===== src/source/aluPkg.sv =====
package aluPkg;

    localparam int DataWidth = 32;
    localparam int OpWidth = 6;

    // Iteration counts of the serial units
    localparam int SqrtIterations = 16;
    localparam int DivIterations = 32;
    localparam int SqrtCntWidth = $clog2(SqrtIterations);
    localparam int DivCntWidth = $clog2(DivIterations);

    // Function codes as the core sends them
    typedef enum logic [OpWidth-1:0] {
        opIntAdd       = 6'b000000,
        opIntSub       = 6'b000001,
        opIntMul       = 6'b000010,
        opIntSqrt      = 6'b000011,
        opIntDiv       = 6'b000100,
        opIntMod       = 6'b000101,
        opShiftLeft    = 6'b000110,
        opShiftRight   = 6'b000111,
        opEqual        = 6'b010000,
        opNotEqual     = 6'b010001,
        opGreater      = 6'b010010,
        opGreaterEqual = 6'b010011,
        opLess         = 6'b010100,
        opLessEqual    = 6'b010101,
        opNot          = 6'b011000,
        opAnd          = 6'b011001,
        opOr           = 6'b011010,
        opXor          = 6'b011011,
        opXnor         = 6'b011100
    } aluOp_t;

    typedef enum logic [1:0] {
        unitSimple,
        unitSqrt,
        unitDiv
    } unitSel_t;

endpackage


===== src/source/aluIssueIf.sv =====
`timescale 1ns/1ps

interface aluIssueIf;

    logic [aluPkg::DataWidth-1:0] operandA;
    logic [aluPkg::DataWidth-1:0] operandB;
    aluPkg::aluOp_t op;

    // One-cycle unit starts, never more than one at a time
    logic startSimple;
    logic startSqrt;
    logic startDiv;

    modport issue (
        output operandA, operandB, op, startSimple, startSqrt, startDiv
    );

    modport unit (
        input operandA, operandB, op, startSimple, startSqrt, startDiv
    );

endinterface


===== src/source/aluIssue.sv =====
`timescale 1ns/1ps

module aluIssue (
    input  logic                         Clock,
    input  logic                         i_rstN,
    input  logic                         i_start,
    input  logic [aluPkg::DataWidth-1:0] i_operandA,
    input  logic [aluPkg::DataWidth-1:0] i_operandB,
    input  logic [aluPkg::OpWidth-1:0]   i_funcCode,
    input  logic                         i_busy,
    aluIssueIf.issue                     o_issue
);

    aluPkg::aluOp_t decodedOp;
    aluPkg::unitSel_t decodedUnit;
    aluPkg::unitSel_t unitReg;
    logic pending;
    logic accept;

    assign accept = i_start && !i_busy; // Starts while busy are dropped
    assign decodedOp = aluPkg::aluOp_t'(i_funcCode);

    always_comb begin
        case (decodedOp)
            aluPkg::opIntSqrt: decodedUnit = aluPkg::unitSqrt;
            aluPkg::opIntDiv,
            aluPkg::opIntMod:  decodedUnit = aluPkg::unitDiv;
            default:           decodedUnit = aluPkg::unitSimple; // Unknown codes too
        endcase
    end

    // Request payload, held until the next accept
    always_ff @(posedge Clock) begin
        if (accept) begin
            o_issue.operandA <= i_operandA;
            o_issue.operandB <= i_operandB;
            o_issue.op <= decodedOp;
            unitReg <= decodedUnit;
        end
    end

    always_ff @(posedge Clock) begin
        if (!i_rstN) begin
            pending <= 1'b0;
            o_issue.startSimple <= 1'b0;
            o_issue.startSqrt <= 1'b0;
            o_issue.startDiv <= 1'b0;
        end else begin
            pending <= accept;
            o_issue.startSimple <= pending && unitReg == aluPkg::unitSimple;
            o_issue.startSqrt <= pending && unitReg == aluPkg::unitSqrt;
            o_issue.startDiv <= pending && unitReg == aluPkg::unitDiv;
        end
    end

    // One strobe per request, never two in successive cycles
    startOnePerRequest: assert property (@(posedge Clock) disable iff (!i_rstN)
        (o_issue.startSimple || o_issue.startSqrt || o_issue.startDiv)
            |=> !(o_issue.startSimple || o_issue.startSqrt || o_issue.startDiv));

endmodule


===== src/source/aluSimpleUnit.sv =====
`timescale 1ns/1ps

module aluSimpleUnit (
    input  logic                         Clock,
    input  logic                         i_rstN,
    aluIssueIf.unit                      i_issue,
    output logic                         o_finish,
    output logic [aluPkg::DataWidth-1:0] o_result
);

    logic [aluPkg::DataWidth-1:0] a;
    logic [aluPkg::DataWidth-1:0] b;

    assign a = i_issue.operandA;
    assign b = i_issue.operandB;

    always_ff @(posedge Clock) begin
        if (i_issue.startSimple) begin
            case (i_issue.op)
                aluPkg::opIntAdd:       o_result <= $signed(a) + $signed(b);
                aluPkg::opIntSub:       o_result <= $signed(a) - $signed(b);
                aluPkg::opIntMul:       o_result <= $signed(a) * $signed(b); // Low word only
                aluPkg::opShiftLeft:    o_result <= a << b[4:0];
                aluPkg::opShiftRight:   o_result <= a >> b[4:0];
                // Unsigned compares
                aluPkg::opEqual:        o_result <= aluPkg::DataWidth'(a == b);
                aluPkg::opNotEqual:     o_result <= aluPkg::DataWidth'(a != b);
                aluPkg::opGreater:      o_result <= aluPkg::DataWidth'(a > b);
                aluPkg::opGreaterEqual: o_result <= aluPkg::DataWidth'(a >= b);
                aluPkg::opLess:         o_result <= aluPkg::DataWidth'(a < b);
                aluPkg::opLessEqual:    o_result <= aluPkg::DataWidth'(a <= b);
                aluPkg::opNot:          o_result <= ~a;
                aluPkg::opAnd:          o_result <= a & b;
                aluPkg::opOr:           o_result <= a | b;
                aluPkg::opXor:          o_result <= a ^ b;
                aluPkg::opXnor:         o_result <= a ~^ b;
                default:                o_result <= '0;
            endcase
        end
    end

    always_ff @(posedge Clock) begin
        if (!i_rstN) begin
            o_finish <= 1'b0;
        end else begin
            o_finish <= i_issue.startSimple;
        end
    end

endmodule


===== src/source/intSqrtUnit.sv =====
`timescale 1ns/1ps

module intSqrtUnit (
    input  logic                         Clock,
    input  logic                         i_rstN,
    aluIssueIf.unit                      i_issue,
    output logic                         o_finish,
    output logic [aluPkg::DataWidth-1:0] o_result
);

    typedef enum logic {sqrtIdle, sqrtRun} sqrtState_t;

    sqrtState_t state;
    logic [aluPkg::SqrtCntWidth-1:0] iterCnt;
    logic signed [aluPkg::DataWidth/2+5:0] remReg;
    logic signed [aluPkg::DataWidth/2+5:0] remIn;
    logic signed [aluPkg::DataWidth/2+5:0] remShift;
    logic signed [aluPkg::DataWidth/2+5:0] trial;
    logic signed [aluPkg::DataWidth/2+5:0] remNext;
    logic [aluPkg::DataWidth/2-1:0] rootReg;
    logic [aluPkg::DataWidth/2-1:0] rootIn;
    logic [aluPkg::DataWidth-1:0] radReg;
    logic [aluPkg::DataWidth-1:0] radIn;
    logic step;

    assign step = i_issue.startSqrt || state == sqrtRun;

    // First bit pair is taken straight from the operand on start
    always_comb begin
        remIn = i_issue.startSqrt ? '0 : remReg;
        rootIn = i_issue.startSqrt ? '0 : rootReg;
        radIn = i_issue.startSqrt ? i_issue.operandA : radReg;
        remShift = $signed({remIn[aluPkg::DataWidth/2+3:0], radIn[aluPkg::DataWidth-1 -: 2]});
        // Subtract {root,01} or add back {root,11}
        trial = {rootIn, remIn[aluPkg::DataWidth/2+5], 1'b1};
        remNext = remIn[aluPkg::DataWidth/2+5] ? remShift + trial : remShift - trial;
    end

    always_ff @(posedge Clock) begin
        if (step) begin
            remReg <= remNext;
            rootReg <= {rootIn[aluPkg::DataWidth/2-2:0], ~remNext[aluPkg::DataWidth/2+5]};
            radReg <= radIn << 2;
        end
    end

    always_ff @(posedge Clock) begin
        if (!i_rstN) begin
            state <= sqrtIdle;
            iterCnt <= '0;
            o_finish <= 1'b0;
        end else begin
            o_finish <= 1'b0;
            case (state)
                sqrtIdle: begin
                    if (i_issue.startSqrt) begin
                        state <= sqrtRun;
                        iterCnt <= aluPkg::SqrtCntWidth'(1);
                    end
                end
                sqrtRun: begin
                    iterCnt <= iterCnt + 1'b1;
                    if (iterCnt == aluPkg::SqrtCntWidth'(aluPkg::SqrtIterations - 1)) begin
                        state <= sqrtIdle;
                        o_finish <= 1'b1;
                    end
                end
                default: state <= sqrtIdle;
            endcase
        end
    end

    assign o_result = aluPkg::DataWidth'(rootReg);

    noStartWhileRunning: assert property (@(posedge Clock) disable iff (!i_rstN)
        i_issue.startSqrt |-> state == sqrtIdle);

endmodule


===== src/source/intDivUnit.sv =====
`timescale 1ns/1ps

module intDivUnit (
    input  logic                         Clock,
    input  logic                         i_rstN,
    aluIssueIf.unit                      i_issue,
    output logic                         o_finish,
    output logic [aluPkg::DataWidth-1:0] o_result
);

    typedef enum logic {divIdle, divRun} divState_t;

    divState_t state;
    logic [aluPkg::DivCntWidth-1:0] iterCnt;
    logic [aluPkg::DataWidth-1:0] remReg;
    logic [aluPkg::DataWidth-1:0] quoReg;
    logic [aluPkg::DataWidth-1:0] remIn;
    logic [aluPkg::DataWidth-1:0] quoIn;
    logic [aluPkg::DataWidth:0] remShift;
    logic [aluPkg::DataWidth:0] diff;
    logic fits;
    logic step;

    assign step = i_issue.startDiv || state == divRun;

    // Quotient register starts as the dividend and shifts it out MSB first
    always_comb begin
        remIn = i_issue.startDiv ? '0 : remReg;
        quoIn = i_issue.startDiv ? i_issue.operandA : quoReg;
        remShift = {remIn, quoIn[aluPkg::DataWidth-1]};
        diff = remShift - {1'b0, i_issue.operandB}; // Divisor stays stable on the bus
        fits = !diff[aluPkg::DataWidth];
    end

    always_ff @(posedge Clock) begin
        if (step) begin
            remReg <= fits ? diff[aluPkg::DataWidth-1:0] : remShift[aluPkg::DataWidth-1:0];
            quoReg <= {quoIn[aluPkg::DataWidth-2:0], fits};
        end
    end

    always_ff @(posedge Clock) begin
        if (!i_rstN) begin
            state <= divIdle;
            iterCnt <= '0;
            o_finish <= 1'b0;
        end else begin
            o_finish <= 1'b0;
            case (state)
                divIdle: begin
                    if (i_issue.startDiv) begin
                        state <= divRun;
                        iterCnt <= aluPkg::DivCntWidth'(1);
                    end
                end
                divRun: begin
                    iterCnt <= iterCnt + 1'b1;
                    if (iterCnt == aluPkg::DivCntWidth'(aluPkg::DivIterations - 1)) begin
                        state <= divIdle;
                        o_finish <= 1'b1;
                    end
                end
                default: state <= divIdle;
            endcase
        end
    end

    // Zero divisor falls out as all-ones quotient and remainder equal to A
    assign o_result = (i_issue.op == aluPkg::opIntMod) ? remReg : quoReg;

    noStartWhileRunning: assert property (@(posedge Clock) disable iff (!i_rstN)
        i_issue.startDiv |-> state == divIdle);

endmodule


===== src/source/aluRetire.sv =====
`timescale 1ns/1ps

module aluRetire (
    input  logic                         Clock,
    input  logic                         i_rstN,
    input  logic                         i_accept,
    input  logic                         i_simpleFinish,
    input  logic                         i_sqrtFinish,
    input  logic                         i_divFinish,
    input  logic [aluPkg::DataWidth-1:0] i_simpleResult,
    input  logic [aluPkg::DataWidth-1:0] i_sqrtResult,
    input  logic [aluPkg::DataWidth-1:0] i_divResult,
    output logic                         o_busy,
    output logic                         o_done,
    output logic [aluPkg::DataWidth-1:0] o_result
);

    logic anyFinish;

    assign anyFinish = i_simpleFinish || i_sqrtFinish || i_divFinish;

    always_ff @(posedge Clock) begin
        if (!i_rstN) begin
            o_busy <= 1'b0;
            o_result <= '0;
        end else begin
            if (i_accept) begin
                o_busy <= 1'b1;
            end else if (anyFinish) begin
                o_busy <= 1'b0;
            end
            // Result holds until the next unit finishes
            if (i_simpleFinish) begin
                o_result <= i_simpleResult;
            end else if (i_sqrtFinish) begin
                o_result <= i_sqrtResult;
            end else if (i_divFinish) begin
                o_result <= i_divResult;
            end
        end
    end

    assign o_done = !o_busy;

    singleFinish: assert property (@(posedge Clock) disable iff (!i_rstN)
        $onehot0({i_simpleFinish, i_sqrtFinish, i_divFinish}));

endmodule


===== src/source/aluTop.sv =====
`timescale 1ns/1ps

module aluTop (
    input  logic                         Clock,
    input  logic                         i_rstN,
    input  logic                         i_start,
    input  logic [aluPkg::DataWidth-1:0] i_operandA,
    input  logic [aluPkg::DataWidth-1:0] i_operandB,
    input  logic [aluPkg::OpWidth-1:0]   i_funcCode,
    output logic                         o_done,
    output logic [aluPkg::DataWidth-1:0] o_result
);

    logic busy;
    logic accept;
    logic simpleFinish;
    logic sqrtFinish;
    logic divFinish;
    logic [aluPkg::DataWidth-1:0] simpleResult;
    logic [aluPkg::DataWidth-1:0] sqrtResult;
    logic [aluPkg::DataWidth-1:0] divResult;

    aluIssueIf issueBus ();

    assign accept = i_start && !busy;

    aluIssue issue0 (
        .Clock      (Clock),
        .i_rstN     (i_rstN),
        .i_start    (i_start),
        .i_operandA (i_operandA),
        .i_operandB (i_operandB),
        .i_funcCode (i_funcCode),
        .i_busy     (busy),
        .o_issue    (issueBus.issue)
    );

    aluSimpleUnit simple0 (
        .Clock    (Clock),
        .i_rstN   (i_rstN),
        .i_issue  (issueBus.unit),
        .o_finish (simpleFinish),
        .o_result (simpleResult)
    );

    intSqrtUnit sqrt0 (
        .Clock    (Clock),
        .i_rstN   (i_rstN),
        .i_issue  (issueBus.unit),
        .o_finish (sqrtFinish),
        .o_result (sqrtResult)
    );

    intDivUnit div0 (
        .Clock    (Clock),
        .i_rstN   (i_rstN),
        .i_issue  (issueBus.unit),
        .o_finish (divFinish),
        .o_result (divResult)
    );

    aluRetire retire0 (
        .Clock          (Clock),
        .i_rstN         (i_rstN),
        .i_accept       (accept),
        .i_simpleFinish (simpleFinish),
        .i_sqrtFinish   (sqrtFinish),
        .i_divFinish    (divFinish),
        .i_simpleResult (simpleResult),
        .i_sqrtResult   (sqrtResult),
        .i_divResult    (divResult),
        .o_busy         (busy),
        .o_done         (o_done),
        .o_result       (o_result)
    );

endmodule


===== config.mk =====
export PLATFORM = sky130hd
export DESIGN_NAME = aluTop
export DESIGN_NICKNAME = d
export VERILOG_FILES = /design/src/source/aluPkg.sv /design/src/source/aluIssueIf.sv /design/src/source/aluIssue.sv /design/src/source/aluSimpleUnit.sv /design/src/source/intSqrtUnit.sv /design/src/source/intDivUnit.sv /design/src/source/aluRetire.sv /design/src/source/aluTop.sv
export SDC_FILE = /design/constraint.sdc
export NUM_CORES = 2
export LEC_CHECK = 0
export BUFFER_PORTS_ARGS = -buffer_cell sky130_fd_sc_hd__buf_2
export CORE_UTILIZATION = 35
export CTS_CLUSTER_DIAMETER = 80
export DETAILED_ROUTE_END_ITERATION = 12
export HOLD_SLACK_MARGIN = 0.03
export PLACE_DENSITY = 0.52
export SYNTH_ARGS = -nofsm -noshare
export SYNTH_HDL_FRONTEND = slang
export SYNTH_SLANG_ARGS = --single-unit

===== constraint.sdc =====
create_clock -name Clock -period 7.9 [get_ports Clock]
set_input_delay 0 -clock Clock [delete_from_list [all_inputs] [get_ports Clock]]
set_output_delay 0 -clock Clock [all_outputs]
set_load 0.02 [all_outputs]

==> flow_summary.yaml <==
status:
  status: "complete, but fails checks"
  violations: "DRC"
drt:
  drt-initial-drc-count: 3476
  antenna_left: 0
  totalWireLength_um: 159000
  wire_per_inst_um: 27.3
  drc: 6
  firstDrtPassIters: 10
  via_per_inst: 5.62
  num_vias: 32829
floorplanning:
  rows: 119
  coreArea_um2: 106000
  die_h_um: 329
  start_util_pct: 35.5
  io-pin-count: 106
  die_area_um2: 108000
  die_x_um: 329
hold_path:
  hp-class: "primary input to flop"
  hold-path-endpoint: "issue0.o_issue.operandA[1]"
  min_path_cells: 2
  min_from: "i_operandA[1]"
critical_path:
  reg2reg_slack_ns: 0.32
  r2r_end: "simple0.o_result[26]"
  crit_buf_inv: 7
  crit_slowest_cell: "edfxtp_1"
  required_ns: 8.27
  startpoint_type: "flop"
  crit_type: "flop to flop"
  r2r-start: "issue0.o_issue.operandB[18]"
  reg2reg_depth: 25
  critPathTopFamily: "adder cells"
  arrival_ns: 7.95
  critical_path.max_fanout: 9
  crit_top_cell: "fa_1"
  cpPeakStageDelay_ns: 0.68
  crit_path_end_kind: "flop"
clocking:
  cts_buffers: 42
  cts_sinks: 286
  clk_latency_ns: 0.63
  root_buffer: "clkbuf_16"
  htreeDepth: 2
  clk_pin_slew_ns: 0.06
  clock_path_buffers: 3
  cts_tree: "done"
global_routing:
  grt_max_degree: 139
  grt-ovfl-total: 0
  grtUsageTotal_pct: 29.4
  grt_first_pass_wirelength_um: 230000
  antenna_found_initial: 14
  first_global_vias: 32171
synth:
  yosysUniqueCellTypes: 91
  synthCells: 4196
  ys_top_cells_by_area: "fa_1, edfxtp_1, ha_1"
  syn-mean-instance-area_um2: 8.94
  synth_ff_type: "edfxtp_1"
  yosysTopAreaCellShare_pct: 21.9
  yosys.area.top_type: "fa_1"
  ys_ff_latch: 286
  synth_warnings: 0
  syn_nets: 4982
  yosysSeqAreaShare_pct: 21.5
  ys_async_sr_fraction_pct: 0
  synth-edff-count: 235
  netlist_area_um2: 37500
sta:
  final_max_slew_viol_count: 0
  fin_setup_tns_ns: 0
  rsz0062_at_grt: "false"
  tightest_slew_ns: 1.21
  fmax_mhz: 132
  setup_viol: 0
  relSlewSlack_pct: 19.4
  fin_crit_ns: 7.58
  skew_ns: 0.0471
  period_share_pct: 96.0
  finalHoldViolCount: 0
placement:
  place_hpwl_um: 124000
  routabilityCongestion: 1.01
  numPortBuffers: 105
finish:
  final_common_cell: "nor2_1"
  syn2layout_area_growth_pct: 14.7
  layout_common_cells: "nor2_1, inv_1, fa_1"
  finalNetCount: 5199
  layout-drive-gt1-share_pct: 12.3
job:
  cap_viol_max_count: 0
-- synthesized netlist by cell type (all sizes together) (21+ instances only) --
| library cell | number |
|---|---|
| nor3 | 39 |
| mux2i | 100 |
| a211oi | 28 |
| a221oi | 21 |
| xor2 | 42 |
| dfxtp | 51 |
| fa | 411 |
| o21a | 25 |
| mux2 | 112 |
| o22ai | 55 |
| o211ai | 37 |
| a21oi | 208 |
| clkbuf | 182 |
| nand3 | 40 |
| a21o | 36 |
| a22oi | 27 |
| inv | 506 |
| nor2b | 78 |
| xnor2 | 120 |
| buf | 57 |
| nand2b | 53 |
| ha | 302 |
| o21ai | 219 |
| nor2 | 614 |
| edfxtp | 235 |
| nand2 | 320 |
-- metrics by stage --
step	instance area (um2)	util, %	worst slack [ns]	hold slack (ns)	instances
after floorplan	37500	-	0.120	0.0989	4196
after global placement	40800	38.6	0.336	0.176	5685
after detailed placement	40800	38.6	0.325	0.178	5685
after CTS	43000	40.6	0.268	0.0436	5834
after global routing	43000	40.7	0.00740	0.0805	5838
final	43000	40.7	0.319	0.0849	5840
-- how the worst max path moves through the flow --
stage / endpoint / depth (start not counted) / from
6_report: simple0.o_result[26] / 25 / issue0.o_issue.operandB[18]
5_1_grt: simple0.o_result[31] / 27 / issue0.o_issue.operandA[11]
4_1_cts: simple0.o_result[31] / 23 / issue0.o_issue.operandB[7]
3_5_place_dp: simple0.o_result[31] / 23 / issue0.o_issue.operandB[7]
3_3_place_gp: simple0.o_result[24] / 25 / issue0.o_issue.operandB[7]
2_1_floorplan: simple0.o_result[31] / 26 / issue0.o_issue.operandB[2]
-- timing repair --
action / 4_1_cts / 5_1_grt
setup buffers: 0 / 4
endpoints found under the hold margin: 96 / 0
hold buffers: 71 / 0
endpoints found under the setup margin: 0 / 3
gates resized for setup: 0 / 9
-- cells by family (layout without fill, tap and decap cells) --
kind of cell	Yosys count	count (layout)	share of synthesized area [%]
AND/OR/NAND/NOR	1241	1241	14.4
AO/OA/AOI/OAI	810	810	13.9
buffers and inverters	761	1012	7.70
adder cells (fa/ha/maj)	713	713	32.0
flip-flops	286	286	21.5
multiplexers	223	223	6.69
XOR/XNOR	162	162	3.80
other	0	2	0
-- sequential cells by signal, indices dropped and copies added (netlist names), 2 cells and up --
signal,flops
div0.iterCnt,5
div0.quoReg,32
div0.remReg,32
issue0.o_issue.op,6
issue0.o_issue.operandA,32
issue0.o_issue.operandB,32
issue0.unitReg,2
retire0.o_result,32
simple0.o_result,32
sqrt0.iterCnt,4
sqrt0.radReg,30
sqrt0.remReg,21
sqrt0.rootReg,16
-- cell type report --
cell class,instances,area [um2]
Fill cell,10653,62700
Multi-Input combinational cell,3149,26600
Sequential cell,286,8080
Timing Repair Buffer,412,3220
Inverter,522,1980
Tap cell,1391,1740
Clock buffer,57,1210
Clock inverter,21,195
Antenna cell,2,5.00
-- routing by layer --
layer | routed length [um] | GRT usage (%) | vias up
li1 | - | - | 14529
met1 | 68400 | 40.5 | 16494
met2 | 69600 | 44.9 | 1480
met3 | 12600 | 4.82 | 322
met4 | 8550 | 14.0 | 4
met5 | 29 | 0 | -
Power is not shown: default switching activity piles up to over one toggle a cycle in this logic, so the estimate is an artifact.
